File: config.mk
export PLATFORM = sky130hd
export DESIGN_NAME = exu_wb_top
export DESIGN_NICKNAME = d
export VERILOG_FILES = /design/src/hw/exu_wb_pkg.sv /design/src/hw/exu_wb_top.sv /design/src/hw/sr_access.sv /design/src/hw/irf_port_arb.sv /design/src/hw/restore_ctl.sv /design/src/hw/wb_pipe_ctl.sv
export SDC_FILE = /design/constraint.sdc
export NUM_CORES = 1
export LEC_CHECK = 0
export BUFFER_PORTS_ARGS = -buffer_cell sky130_fd_sc_hd__buf_2
export CORE_UTILIZATION = 48
export CTS_CLUSTER_SIZE = 10
export DETAILED_ROUTE_END_ITERATION = 7
export PLACE_DENSITY = 0.84
export SYNTH_ARGS = -nofsm -noshare
export SYNTH_HDL_FRONTEND = slang
export SYNTH_SLANG_ARGS = --single-unit
File: constraint.sdc
create_clock -name clk -period 3.68 [get_ports clk]
set_input_delay 0.368 -clock clk [delete_from_list [all_inputs] [get_ports clk]]
set_output_delay 0.368 -clock clk [all_outputs]
set_load 0.1 [all_outputs]
File: src/hw/exu_wb_pkg.sv
// Assumes four threads with a 2-bit thread id; only the CCR and register-window addresses decode
package exu_wb_pkg;

   ////////////////////
   // Sizes
   ////////////////////
   localparam int N_THREADS = 4;
   localparam int TID_W     = 2;
   localparam int RD_W      = 5;
   localparam int SRADDR_W  = 7;

   // Special register write addresses
   localparam logic [SRADDR_W-1:0] SR_CCR        = 7'h02;
   localparam logic [SRADDR_W-1:0] SR_CWP        = 7'h29;
   localparam logic [SRADDR_W-1:0] SR_CANSAVE    = 7'h2a;
   localparam logic [SRADDR_W-1:0] SR_CANRESTORE = 7'h2b;
   localparam logic [SRADDR_W-1:0] SR_CLEANWIN   = 7'h2c;
   localparam logic [SRADDR_W-1:0] SR_OTHERWIN   = 7'h2d;
   localparam logic [SRADDR_W-1:0] SR_WSTATE     = 7'h2e;

   ////////////////////
   // Types
   ////////////////////
   typedef struct packed {
      logic [TID_W-1:0] tid;
      logic [RD_W-1:0]  rd;
   } irf_tgt_t;

   // One register file write port
   typedef struct packed {
      logic     wen;
      irf_tgt_t tgt;
   } irf_wr_t;

   // Data fill or alternate-space load coming back
   typedef struct packed {
      logic     vld;
      irf_tgt_t tgt;
   } ld_ret_t;

   typedef struct packed {
      logic     req;
      logic     sel_div;
      irf_tgt_t div_tgt;
      irf_tgt_t mul_tgt;
      logic     div_setcc;
      logic     mul_setcc;
   } muldiv_wb_t;

   typedef struct packed {
      logic [2:0] cwp;
      logic [2:0] cansave;
      logic [2:0] canrestore;
      logic [2:0] otherwin;
      logic [5:0] wstate;
      logic [2:0] cleanwin;
   } win_state_t;

   typedef struct packed {
      logic ccr;
      logic cansave;
      logic canrestore;
      logic otherwin;
      logic wstate;
      logic cleanwin;
   } sr_wen_t;

   // Read decode only looks at the low index
   typedef struct packed {
      logic       hi;
      logic       priv;
      logic       b4;
      logic [3:0] idx;
   } sr_fields_t;

   typedef union packed {
      logic [SRADDR_W-1:0] raw;
      sr_fields_t          f;
   } sr_addr_u;

endpackage
File: src/hw/exu_wb_top.sv
// Inputs are assumed stage-aligned by decode; mul/div request must hold until acknowledged
`timescale 1ns/1ps

module exu_wb_top import exu_wb_pkg::*; (
   input  logic                 clk,
   input  logic                 reset,
   input  logic                 wen_d,
   input  logic                 wsr_d,
   input  sr_addr_u             sraddr_d,
   input  logic                 return_d,
   input  logic                 kill_e,
   input  logic                 inst_vld_e,
   input  logic                 inst_vld_w,
   input  logic                 restore_e,
   input  logic                 fill_e,
   input  irf_tgt_t             tgt_m,
   input  logic                 kill_m,
   input  logic                 flush_w,
   input  logic                 early_flush_w,
   input  logic                 flush_w1,
   input  logic [TID_W-1:0]     tid_w1,
   input  ld_ret_t              ld_g,
   input  logic                 ld_miss_g2,
   input  muldiv_wb_t           muldiv_g,
   input  win_state_t           win_d,
   input  logic [7:0]           cc_d,
   output irf_wr_t              irf_w1,
   output irf_wr_t              irf_g,
   output logic                 muldiv_ack_g,
   output logic                 setcc_g,
   output logic [N_THREADS-1:0] longop_done_g,
   output logic                 cwp_wen_e,
   output sr_wen_t              sr_wen_w,
   output logic [7:0]           rdpr_e
);

   logic     wb_e;
   logic     wrsr_e;
   logic     wrsr_w;
   sr_addr_u sraddr_e;
   sr_addr_u sraddr_w;
   logic     pipe_busy_m;
   logic     pipe_wen_w;
   logic     restore_req;
   logic     restore_wen;
   irf_tgt_t restore_tgt;
   logic     restore_picked;

   wb_pipe_ctl u_pipe (
      .clk(clk), .reset(reset), .wen_d(wen_d), .wsr_d(wsr_d), .sraddr_d(sraddr_d),
      .kill_e(kill_e), .restore_e(restore_e), .kill_m(kill_m), .flush_w(flush_w),
      .early_flush_w(early_flush_w), .wb_e(wb_e), .wrsr_e(wrsr_e), .wb_m(), .wrsr_m(),
      .wrsr_w(wrsr_w), .sraddr_e(sraddr_e), .sraddr_w(sraddr_w),
      .pipe_busy_m(pipe_busy_m), .pipe_wen_w(pipe_wen_w)
   );

   restore_ctl u_restore (
      .clk(clk), .reset(reset), .restore_e(restore_e), .return_d(return_d),
      .fill_e(fill_e), .inst_vld_e(inst_vld_e), .wb_e(wb_e), .inst_vld_w(inst_vld_w),
      .flush_w(flush_w), .early_flush_w(early_flush_w), .tgt_m(tgt_m),
      .restore_picked(restore_picked), .restore_req(restore_req),
      .restore_wen(restore_wen), .restore_tgt(restore_tgt)
   );

   irf_port_arb u_arb (
      .clk(clk), .reset(reset), .ld_g(ld_g), .ld_miss_g2(ld_miss_g2),
      .flush_w1(flush_w1), .tid_w1(tid_w1), .pipe_busy_m(pipe_busy_m),
      .pipe_wen_w(pipe_wen_w), .inst_vld_w(inst_vld_w), .tgt_m(tgt_m),
      .restore_req(restore_req), .restore_wen(restore_wen), .restore_tgt(restore_tgt),
      .muldiv_g(muldiv_g), .irf_w1(irf_w1), .irf_g(irf_g),
      .restore_picked(restore_picked), .muldiv_ack_g(muldiv_ack_g),
      .setcc_g(setcc_g), .longop_done_g(longop_done_g)
   );

   sr_access u_sr (
      .clk(clk), .reset(reset), .wrsr_e(wrsr_e), .wrsr_w(wrsr_w), .sraddr_d(sraddr_d),
      .sraddr_e(sraddr_e), .sraddr_w(sraddr_w), .win_d(win_d), .cc_d(cc_d),
      .cwp_wen_e(cwp_wen_e), .sr_wen_w(sr_wen_w), .rdpr_e(rdpr_e)
   );

endmodule

File: src/hw/sr_access.sv
// Writes decode the full 7-bit address; reads decode only the low index, so aliases read back
`timescale 1ns/1ps

module sr_access import exu_wb_pkg::*; (
   input  logic       clk,
   input  logic       reset,
   input  logic       wrsr_e,
   input  logic       wrsr_w,
   input  sr_addr_u   sraddr_d,
   input  sr_addr_u   sraddr_e,
   input  sr_addr_u   sraddr_w,
   input  win_state_t win_d,
   input  logic [7:0] cc_d,
   output logic       cwp_wen_e,
   output sr_wen_t    sr_wen_w,
   output logic [7:0] rdpr_e
);

   logic [3:0] rd_idx;
   logic [2:0] win_sel;
   logic [7:0] rdpr_d;

   ////////////////////
   // Write enables
   ////////////////////
   // CWP is written early in E, the rest wait for W
   assign cwp_wen_e = wrsr_e & (sraddr_e.raw == SR_CWP);

   assign sr_wen_w.ccr        = wrsr_w & (sraddr_w.raw == SR_CCR);
   assign sr_wen_w.cansave    = wrsr_w & (sraddr_w.raw == SR_CANSAVE);
   assign sr_wen_w.canrestore = wrsr_w & (sraddr_w.raw == SR_CANRESTORE);
   assign sr_wen_w.otherwin   = wrsr_w & (sraddr_w.raw == SR_OTHERWIN);
   assign sr_wen_w.wstate     = wrsr_w & (sraddr_w.raw == SR_WSTATE);
   assign sr_wen_w.cleanwin   = wrsr_w & (sraddr_w.raw == SR_CLEANWIN);

   ////////////////////
   // Read mux
   ////////////////////
   assign rd_idx = sraddr_d.f.idx;

   // Window counters 0xc..0xf and 0xa/0xb share one 3-bit mux on the low bits
   always_comb begin
      case (rd_idx[1:0])
         2'b00:   win_sel = win_d.cleanwin;
         2'b01:   win_sel = win_d.otherwin;
         2'b10:   win_sel = win_d.cansave;
         default: win_sel = win_d.canrestore;
      endcase
   end

   always_comb begin
      if (!rd_idx[3]) begin
         rdpr_d = cc_d;
      end else if (rd_idx == 4'd9) begin
         rdpr_d = 8'(win_d.cwp);
      end else if (rd_idx == 4'd14) begin
         rdpr_d = 8'(win_d.wstate);
      end else begin
         rdpr_d = 8'(win_sel);
      end
   end

   always_ff @(posedge clk) begin
      if (reset) begin
         rdpr_e <= 8'h00;
      end else begin
         rdpr_e <= rdpr_d;
      end
   end

endmodule

File: src/hw/irf_port_arb.sv
// Loads never stall; a killed or missed load still holds the port it was given for that cycle
`timescale 1ns/1ps

module irf_port_arb import exu_wb_pkg::*; (
   input  logic                 clk,
   input  logic                 reset,
   input  ld_ret_t              ld_g,
   input  logic                 ld_miss_g2,
   input  logic                 flush_w1,
   input  logic [TID_W-1:0]     tid_w1,
   input  logic                 pipe_busy_m,
   input  logic                 pipe_wen_w,
   input  logic                 inst_vld_w,
   input  irf_tgt_t             tgt_m,
   input  logic                 restore_req,
   input  logic                 restore_wen,
   input  irf_tgt_t             restore_tgt,
   input  muldiv_wb_t           muldiv_g,
   output irf_wr_t              irf_w1,
   output irf_wr_t              irf_g,
   output logic                 restore_picked,
   output logic                 muldiv_ack_g,
   output logic                 setcc_g,
   output logic [N_THREADS-1:0] longop_done_g
);

   logic                 ld_vld_g2;
   irf_tgt_t             ld_tgt_g2;
   logic                 kill_ld_g2;
   logic                 ld_wen_g2;
   logic                 pipe_busy_w;
   irf_tgt_t             tgt_w;
   logic                 sel_load_g;
   logic                 sel_restore_w1;
   logic                 sel_restore_g;
   logic                 sel_muldiv_g;
   logic                 muldiv_fire;
   irf_tgt_t             muldiv_tgt;
   logic [N_THREADS-1:0] muldiv_done;
   logic [N_THREADS-1:0] restore_done;

   ////////////////////
   // Load G2 stage
   ////////////////////
   always_ff @(posedge clk) begin
      if (reset) begin
         ld_vld_g2   <= 1'b0;
         pipe_busy_w <= 1'b0;
      end else begin
         ld_vld_g2   <= ld_g.vld;
         pipe_busy_w <= pipe_busy_m;
      end
   end

   always_ff @(posedge clk) begin
      ld_tgt_g2 <= ld_g.tgt;
      tgt_w     <= tgt_m;
   end

   // Thread flushed one cycle after W loses its load
   assign kill_ld_g2 = flush_w1 & (ld_tgt_g2.tid == tid_w1);
   assign ld_wen_g2  = ld_vld_g2 & ~kill_ld_g2 & ~ld_miss_g2;

   ////////////////////
   // Port selects
   ////////////////////
   // W1 order is pipe, load, restore and G order is load, restore, mul/div
   assign sel_restore_w1 = ~pipe_busy_w & ~ld_vld_g2;
   assign sel_load_g     = pipe_busy_w & ld_vld_g2;
   assign sel_restore_g  = restore_req & (pipe_busy_w ^ ld_vld_g2);
   assign sel_muldiv_g   = ~(sel_load_g | sel_restore_g);

   assign restore_picked = restore_req & (sel_restore_w1 | sel_restore_g);

   always_comb begin
      if (pipe_busy_w) begin
         irf_w1.wen = pipe_wen_w & inst_vld_w;
         irf_w1.tgt = tgt_w;
      end else if (ld_vld_g2) begin
         irf_w1.wen = ld_wen_g2;
         irf_w1.tgt = ld_tgt_g2;
      end else begin
         irf_w1.wen = restore_wen;
         irf_w1.tgt = restore_tgt;
      end
   end

   ////////////////////
   // G port
   ////////////////////
   assign muldiv_tgt   = muldiv_g.sel_div ? muldiv_g.div_tgt : muldiv_g.mul_tgt;
   assign muldiv_ack_g = sel_muldiv_g;
   assign muldiv_fire  = sel_muldiv_g & muldiv_g.req;

   always_comb begin
      if (sel_load_g) begin
         irf_g.wen = ld_wen_g2;
         irf_g.tgt = ld_tgt_g2;
      end else if (sel_restore_g) begin
         irf_g.wen = restore_wen;
         irf_g.tgt = restore_tgt;
      end else begin
         irf_g.wen = muldiv_g.req;
         irf_g.tgt = muldiv_tgt;
      end
   end

   // Condition codes only update on the cycle the result is taken
   assign setcc_g = muldiv_fire &
                    (muldiv_g.sel_div ? muldiv_g.div_setcc : muldiv_g.mul_setcc);

   ////////////////////
   // Long-op done
   ////////////////////
   assign muldiv_done  = muldiv_fire ? (N_THREADS'(1) << muldiv_tgt.tid) : '0;
   assign restore_done = restore_picked ? (N_THREADS'(1) << restore_tgt.tid) : '0;

   assign longop_done_g = muldiv_done | restore_done;

endmodule

File: src/hw/restore_ctl.sv
// One restore may wait at a time; a second restore in W overwrites the captured target
`timescale 1ns/1ps

module restore_ctl import exu_wb_pkg::*; (
   input  logic     clk,
   input  logic     reset,
   input  logic     restore_e,
   input  logic     return_d,
   input  logic     fill_e,
   input  logic     inst_vld_e,
   input  logic     wb_e,
   input  logic     inst_vld_w,
   input  logic     flush_w,
   input  logic     early_flush_w,
   input  irf_tgt_t tgt_m,
   input  logic     restore_picked,
   output logic     restore_req,
   output logic     restore_wen,
   output irf_tgt_t restore_tgt
);

   logic return_e;
   logic vld_restore_e;
   logic restore_m;
   logic restore_w;
   logic vld_restore_w;
   logic restore_ready;

   // Returns switch the window back on their own, fills never write
   assign vld_restore_e = restore_e & wb_e & ~return_e & ~fill_e & inst_vld_e;

   // Flushed restores still request a port so that the done bit fires
   assign vld_restore_w = restore_w & ~flush_w & ~early_flush_w & inst_vld_w;

   assign restore_req = restore_w | restore_ready;
   assign restore_wen = vld_restore_w | restore_ready;

   always_ff @(posedge clk) begin
      if (reset) begin
         return_e      <= 1'b0;
         restore_m     <= 1'b0;
         restore_w     <= 1'b0;
         restore_ready <= 1'b0;
      end else begin
         return_e      <= return_d;
         restore_m     <= vld_restore_e;
         restore_w     <= restore_m;
         // Hold until a port takes it
         restore_ready <= (vld_restore_w | restore_ready) & ~restore_picked;
      end
   end

   // Target is taken from the pipe while the restore sits in M
   always_ff @(posedge clk) begin
      if (restore_m) begin
         restore_tgt <= tgt_m;
      end
   end

endmodule

File: src/hw/wb_pipe_ctl.sv
// Write-special flag and address are not killed in the pipe; flushes only qualify the W-stage write
`timescale 1ns/1ps

module wb_pipe_ctl import exu_wb_pkg::*; (
   input  logic     clk,
   input  logic     reset,
   input  logic     wen_d,
   input  logic     wsr_d,
   input  sr_addr_u sraddr_d,
   input  logic     kill_e,
   input  logic     restore_e,
   input  logic     kill_m,
   input  logic     flush_w,
   input  logic     early_flush_w,
   output logic     wb_e,
   output logic     wrsr_e,
   output logic     wb_m,
   output logic     wrsr_m,
   output logic     wrsr_w,
   output sr_addr_u sraddr_e,
   output sr_addr_u sraddr_w,
   output logic     pipe_busy_m,
   output logic     pipe_wen_w
);

   logic     valid_e;
   logic     valid_m;
   logic     wb_w;
   sr_addr_u sraddr_m;

   ////////////////////
   // E stage
   ////////////////////
   // Restores complete later through their own path
   // and a write-special never writes the register file
   assign valid_e = wb_e & ~kill_e & ~restore_e & ~wrsr_e;

   ////////////////////
   // M stage
   ////////////////////
   assign valid_m = wb_m & ~kill_m;

   // W1 is reserved for anything in M, killed or not
   assign pipe_busy_m = wb_m | wrsr_m;

   always_ff @(posedge clk) begin
      if (reset) begin
         wb_e   <= 1'b0;
         wb_m   <= 1'b0;
         wb_w   <= 1'b0;
         wrsr_e <= 1'b0;
         wrsr_m <= 1'b0;
         wrsr_w <= 1'b0;
      end else begin
         wb_e   <= wen_d;
         wb_m   <= valid_e;
         wb_w   <= valid_m;
         wrsr_e <= wsr_d;
         wrsr_m <= wrsr_e;
         wrsr_w <= wrsr_m;
      end
   end

   // Address follows the write-special flag down the pipe
   always_ff @(posedge clk) begin
      sraddr_e <= sraddr_d;
      sraddr_m <= sraddr_e;
      sraddr_w <= sraddr_m;
   end

   ////////////////////
   // W stage
   ////////////////////
   // inst_vld_w is applied at the port mux
   assign pipe_wen_w = wb_w & ~flush_w & ~early_flush_w;

endmodule

==> results of run 1 <==
[final cells by class]
cell class | instances | area (sq um) | area share [%]
well taps | 67 | 83.83 | 2.619
clock inverters | 3 | 17.52 | 0.5473
clock buffers | 13 | 160.2 | 5.004
inverters | 2 | 7.507 | 0.2346
multi-input cells | 158 | 1010 | 31.55
flip-flops and latches | 62 | 1311 | 40.97
repair buffers | 122 | 610.6 | 19.08
[cells in the final DEF (no fill, tap or decap), drive strengths merged, types with 2 or more instances in the layout]
master and count:
o21ai 20, nand4bb 2, clkbuf 13, clkinv 2, nor2 23, ha 2, buf 122, a311o 3
mux2i 15, edfxtp 7, nor2b 16, nor3 5, nor3b 7, o311ai 3, inv 2, a32o 2
dfxtp 55, o32ai 2, a311oi 3, a211oi 4, nor4 2, nand2 24, xnor2 2, a21oi 8
nand2b 2, nand4 2, nand3 2
[per-layer routing]
metal	part of all wire [%]	up-vias	GRT usage (%)	wire, um
li1	-	1078	-	-
met3	9.3	8	6.768	484
met2	48	118	35.51	2522
met1	41	929	22.15	2119
met5	0	-	0	0
met4	1.4	0	8.715	74
[cell families (layout without fill, tap and decap cells)]
family                   Yosys count  after routing  synth area share [%]
AO/OA/AOI/OAI                     51             51                 14.00
adder cells (fa/ha/maj)            2              2                 1.041
multiplexers                      16             16                 6.715
XOR/XNOR                           2              2                0.7289
AND/OR/NAND/NOR                   87             87                 18.90
buffers and inverters             14            140                 4.059
flip-flops                        62             62                 54.56
[worst reg2reg max path, cell delays in order, from the launching register on]
cell and delay [ns]:
dfxtp_1 0.61, inv_1 0.13, ha_1 0.35, o22a_1 0.22
nor3_1 0.17
[flip-flops by register name, summed over array words and instances, names as in the netlist, 7 cells and up]
name / flops
u_arb.ld_tgt_g2: 7
u_arb.tgt_w: 7
u_pipe.sraddr_e: 7
u_pipe.sraddr_m: 7
u_pipe.sraddr_w: 7
u_restore.restore_tgt: 7
u_sr.rdpr_e: 8
[per-stage QoR]
| stage | util, % | total power, mW | hold WS [ns] | std cells |
|---|---|---|---|---|
| global placement | 63.16 | 1.040 | 0.3110 | 411 |
| global route | 66.88 | 1.610 | 0.1223 | 427 |
| detailed placement | 63.16 | 1.045 | 0.3121 | 411 |
| finish | 66.88 | 1.542 | 0.1479 | 427 |
| CTS | 66.88 | 1.557 | 0.1289 | 427 |
| floorplan | - | 0.9700 | 0.3096 | 234 |
[worst paths after layout]
kind	startpoint	to	cells past startpoint
max	u_arb.ld_vld_g2$_SDFF_PP0_	irf_g[7]	7
min	ld_g[6]	u_arb.ld_tgt_g2[6]$_DFF_P_	1
max reg2reg	u_arb.ld_vld_g2$_SDFF_PP0_	u_restore.restore_ready$_SDFF_PP0_	4
min reg2reg	u_pipe.sraddr_m[3]$_DFF_P_	u_pipe.sraddr_w[3]$_DFF_P_	0
[power by group through the flow]
stage	logic [mW]	clock network [mW]	registers, mW
2_1_floorplan	0.195	0	0.775
3_3_place_gp	0.297	0	0.743
3_5_place_dp	0.300	0	0.745
4_1_cts	0.301	0.526	0.730
5_1_grt	0.317	0.561	0.732
6_report	0.301	0.512	0.730
==> summary.md, run 1 <==
| Metric | Value |
|---|---|
| CP max-delay cell | `dfxtp_1` |
| Number of global-route vias before repair | `1,936` |
| Main synth FF type | `dfxtp_1` |
| Initial antenna violation count | `0` |
| Dpl hpwl | `4126 um` |
| PortBufs | `~120` |
| Post-route antenna net violation count | `0` |
| Ant diodes | `0` |
| Final instance area | `0.003201 sq mm` |
| Clk_lat worst skew | `0.32 ns` |
| Mapped Area | `approximately 0.0024 sq mm` |
| RSZ-0062 raised after global routing | `no` |
| Worst Hold Class | `input pin to register` |
| Total Wirelength | `5201 um` |
| Fin. Hold Viols | `0` |
| Synth top area cells | `dfxtp_1 (46%), edfxtp_1 (8.7%), mux2i_1 (6.2%)` |
| Leak | `1.442 nW` |
| CTS Hold Bufs | `0` |
| Crit path max-delay family | `compound AO/OA/AOI/OAI gates` |
| Post-synth ARST share | `0%` |
| P per Cell Area | `481.8 mW/mm^2` |
| Clk pwr share | `roughly 33%` |
| H-Tree Depth | `3` |
| Die area | `0.005295 sq mm` |
| First-pass GRT wire length | `between 8000 and 9000 um` |
| Final Skew | `0.004731 ns` |
| Largest net degree at the start of global routing | `20` |
| Syn. warnings | `0` |
| Layout cells sized above 1 | `39.72%` |
| Total GRT Usage | `20.19%` |
| Fin nets | `around 440` |
| VDD IR-drop max | `around 340 uV` |
| Max-cap violations | `0` |
| Core Region | `around 0.0048 sq mm` |
| DRC | `0` |
| Switching share of power | `a little under a third` |
| Synth top area share | `a little under half` |
| Status | `finished, final reports clean` |
| Synth Net Count | `between 300 and 400` |
| Rows | `25` |
| CP Class | `register to primary output` |
| Die H | `approximately 73 um` |
| Cell taking the most area after synthesis | `dfxtp_1` |
| Worst-path maximum fanout | `14` |
| # resized after CTS | `0` |
| Final period utilization | `between 80% and 90%` |
| Int Pwr | `~1.1 mW` |
| Drt wl/cell | `around 12 um` |
| Mean area per synthesized cell | `10.27 sq um` |
| Sum of buffers and inverters on the critical path | `2` |
| Top-count cell post-synth | `dfxtp_1` |
| Synth Instances | `234` |
| CTS max path bufs | `2` |
| Switch Pwr | `~0.46 mW` |
| CTS tree | `yes` |
| DP Worst Slack | `slightly below 1 ns` |
| Remaining Overflow, GRT | `0` |
| CTS Buf Count | `9` |
| CP Cell Sequence | `inv_1, ha_1, o21a_1, nor2_1, a211oi_1, a31o_1, buf_2` |
| Area grow syn2layout | `33.16%` |
| Post-DP Area | `about 0.0030 sq mm` |
| Critical path's largest stage delay | `just over 0.6 ns` |
| Slew Limit Fails | `0` |
| Sequential group share of total power | `~47%` |
| Initial drt markers | `70` |
| Post-CTS setup buffers | `0` |
| Most frequent cells after synthesis | `dfxtp_1 (55), nand2_1 (24), nor2_1 (23)` |
| Drt pass-1 iters | `4` |
| Initial Utilization | `about half` |
| Final WS setup | `0.6022 ns` |
| CP arrival | `roughly 2.7 ns` |
| Critical Path Sink Type | `primary output` |
| Unique masters post-synth | `43` |
| Setup_tns | `0 ns` |
| Vias per cell | `roughly 5` |
| Post-synth EDFFs | `7` |
| DR vias | `between 2,000 and 2,500` |
| Final setup fails | `0` |
| Die width | `72.77 um` |
| Clock-pin slew on the worst setup and hold paths | `roughly 0.07 ns` |
| Comb pwr share | `between 10% and 20%` |
| Clock root buffer | `clkbuf_8` |
| Register bit count reported by yosys | `between 60 and 70` |
| Crit path required time | `roughly 3.3 ns` |
| Ports | `around 120` |
| Tmin final | `approximately 3 ns` |
| GP Congestion | `roughly 0.9` |
| Clock sinks | `62` |
| Tightest Pin Transition | `around 0.56 ns` |
| CP Launch Type | `register` |
| Reg2Reg Setup Slack | `2.12 ns` |
| Relative slew slack | `62.62%` |
| Sequential area share after synthesis | `around 55%` |
| Fmax | `324.9 MHz` |
| FILL cells | `380` |
Power figures use the tool's default switching activity.
==> run 2: changes to the inputs <==
CORE_UTILIZATION = 45   (was 48)
PLACE_DENSITY = 0.79   (was 0.84)
clock period = 3.16 ns   (was 3.68 ns; I/O delays follow)
==> run 2 against run 1 <==
Net effect: utilization decreased by 3.0 points; sequential share of layout area decreased by 1.0 points; count of clock-buffer cells in the layout unchanged; combinational power increased by 19%; design area increased by 2.6%; critical path type unchanged; critical endpoint unchanged; largest power group unchanged; highest routed layer unchanged.
==> summary.md, run 2 (synthesis gave the netlist of run 1 again) <==
| Metric | Value |
|---|---|
| Clk_lat worst skew | `0.32 ns` |
| Critical Path Sink Type | `primary output` |
| Core Region | `between 0.005 and 0.006 sq mm` |
| Worst-path maximum fanout | `14` |
| Final Skew | `0.003097 ns` |
| Leak | `1.486 nW` |
| Largest net degree at the start of global routing | `20` |
| CTS tree | `yes` |
| Commonest non-fill, non-tap cells in the layout | `buf_2 (122), dfxtp_1 (55), nand2_1 (24)` |
| # resized after CTS | `0` |
| P per Cell Area | `a little under 600 mW/mm^2` |
| Ant diodes | `0` |
| R2r startpoint | `u_arb.ld_vld_g2$_SDFF_PP0_` |
| Top reg by flops | `u_sr.rdpr_e` |
| Max-cap violations | `0` |
| Vias per cell | `4.820` |
| RSZ-0062 raised after global routing | `no` |
| Layout cells sized above 1 | `a little over two fifths` |
| DRC | `0` |
| Clock sinks | `62` |
| Area grow syn2layout | `36.60%` |
| Final setup fails | `0` |
| Fin. Hold Viols | `0` |
| First-pass GRT wire length | `about 8000 um` |
| Ports | `about 120` |
| DR vias | `2,087` |
| CTS Hold Bufs | `0` |
| Hold Path Stages | `1` |
| Tmin final | `~2.8 ns` |
| Total Wirelength | `around 5300 um` |
| Reg2Reg Setup Slack | `1.80 ns` |
| Crit path required time | `2.84 ns` |
| Clock-pin slew on the worst setup and hold paths | `around 0.060 ns` |
| Die width | `about 75 um` |
| Relative slew slack | `67.02%` |
| FF-to-FF path depth | `5` |
| Dpl hpwl | `around 4300 um` |
| Commonest non-fill, non-tap cell in the layout | `buf_2` |
| GP Congestion | `0.8868` |
| CTS Buf Count | `9` |
| Status | `finished, final reports clean` |
| H-Tree Depth | `3` |
| CP arrival | `between 2 and 2.5 ns` |
| Drt pass-1 iters | `4` |
| Worst Hold Class | `input pin to register` |
| Initial Utilization | `46.76%` |
| Slew Limit Fails | `0` |
| Clock root buffer | `clkbuf_8` |
| FILL cells | `approximately 430` |
| Tightest Pin Transition | `around 0.5 ns` |
| VDD IR-drop max | `approximately 350 uV` |
| Remaining Overflow, GRT | `0` |
| PortBufs | `between 100 and 150` |
| CP Class | `register to primary output` |
| Die area | `0.005638 sq mm` |
| End of the worst register-to-register path | `u_restore.restore_ready$_SDFF_PP0_` |
| Post-DP Area | `0.003073 sq mm` |
| Number of global-route vias before repair | `between 1,500 and 2,000` |
| Worst Hold Path EP | `u_arb.ld_tgt_g2[6]$_DFF_P_` |
| Rows | `26` |
| Max FFs per register | `8` |
| CTS max path bufs | `2` |
| Die H | `75.09 um` |
| Post-CTS setup buffers | `0` |
| Final period utilization | `between 80% and 90%` |
| Drt wl/cell | `approximately 12 um` |
| Worst hold start | `ld_g[6]` |
| Setup_tns | `0 ns` |
| Layout Utilization | `a little under two thirds` |
| Total GRT Usage | `between 15 and 20%` |
| Final instance area | `0.003283 sq mm` |
| Fmax | `between 300 and 400 MHz` |
| Fin nets | `approximately 450` |
| Initial antenna violation count | `0` |
| CP Launch Type | `register` |
| Initial drt markers | `63` |
| Post-route antenna net violation count | `0` |
-- run 2: layout make-up --
type                            count  area, sq um  area share, %
Inverter                            2        7.507         0.2287
Multi-Input combinational cell    158         1033          31.48
Clock buffer                       13        170.2          5.183
Sequential cell                    62         1311          39.94
Timing Repair Buffer              125        633.1          19.28
Tap cell                           70        87.58          2.668
Clock inverter                      3        40.04          1.220
-- run 2: layer usage --
metal | vias up | track usage, % | wire [um] | part of all wire, %
li1 | 1081 | - | - | -
met1 | 900 | 20.66 | 2093 | 39
met2 | 97 | 34.73 | 2670 | 50
met3 | 9 | 6.560 | 444 | 8.4
met4 | 0 | 10.27 | 102 | 1.9
met5 | - | 0 | 0 | 0
-- run 2: how the worst max path moves through the flow --
stage	start	end	cells past startpoint
6_report	u_arb.ld_vld_g2$_SDFF_PP0_	irf_g[7]	8
5_1_grt	u_arb.ld_vld_g2$_SDFF_PP0_	irf_g[7]	8
4_1_cts	u_arb.ld_vld_g2$_SDFF_PP0_	irf_g[7]	8
3_5_place_dp	u_arb.ld_vld_g2$_SDFF_PP0_	irf_g[7]	8
3_3_place_gp	u_arb.ld_vld_g2$_SDFF_PP0_	irf_g[7]	8
2_1_floorplan	u_pipe.sraddr_w[4]$_DFF_P_	sr_wen_w[0]	3
-- run 2: metrics by stage --
stage / cells / power, mW / hold WS [ns] / setup WS, ns
2_1_floorplan: 234 / 1.132 / 0.3096 / 0.03717
3_3_place_gp: 417 / 1.216 / 0.3111 / 0.7712
5_1_grt: 433 / 1.985 / 0.06255 / 0.1860
3_5_place_dp: 417 / 1.221 / 0.3143 / 0.7088
4_1_cts: 433 / 1.925 / 0.06913 / 0.3274
6_report: 433 / 1.902 / 0.09340 / 0.3588
-- run 2: power by group --
| group | internal (mW) | total, mW | switching [mW] |
|---|---|---|---|
| clock | 0.431 | 0.699 | 0.268 |
| sequential | 0.831 | 0.845 | 0.0147 |
| combinational | 0.0974 | 0.358 | 0.261 |
-- run 2: worst max-delay path: stages (launching register included) --
cell and delay [ns]:
dfxtp_1 0.30, buf_4 0.19, inv_1 0.08, ha_1 0.33, o21a_1 0.41, nor2_1 0.08, a211oi_1 0.22, a31o_1 0.13
buf_2 0.42
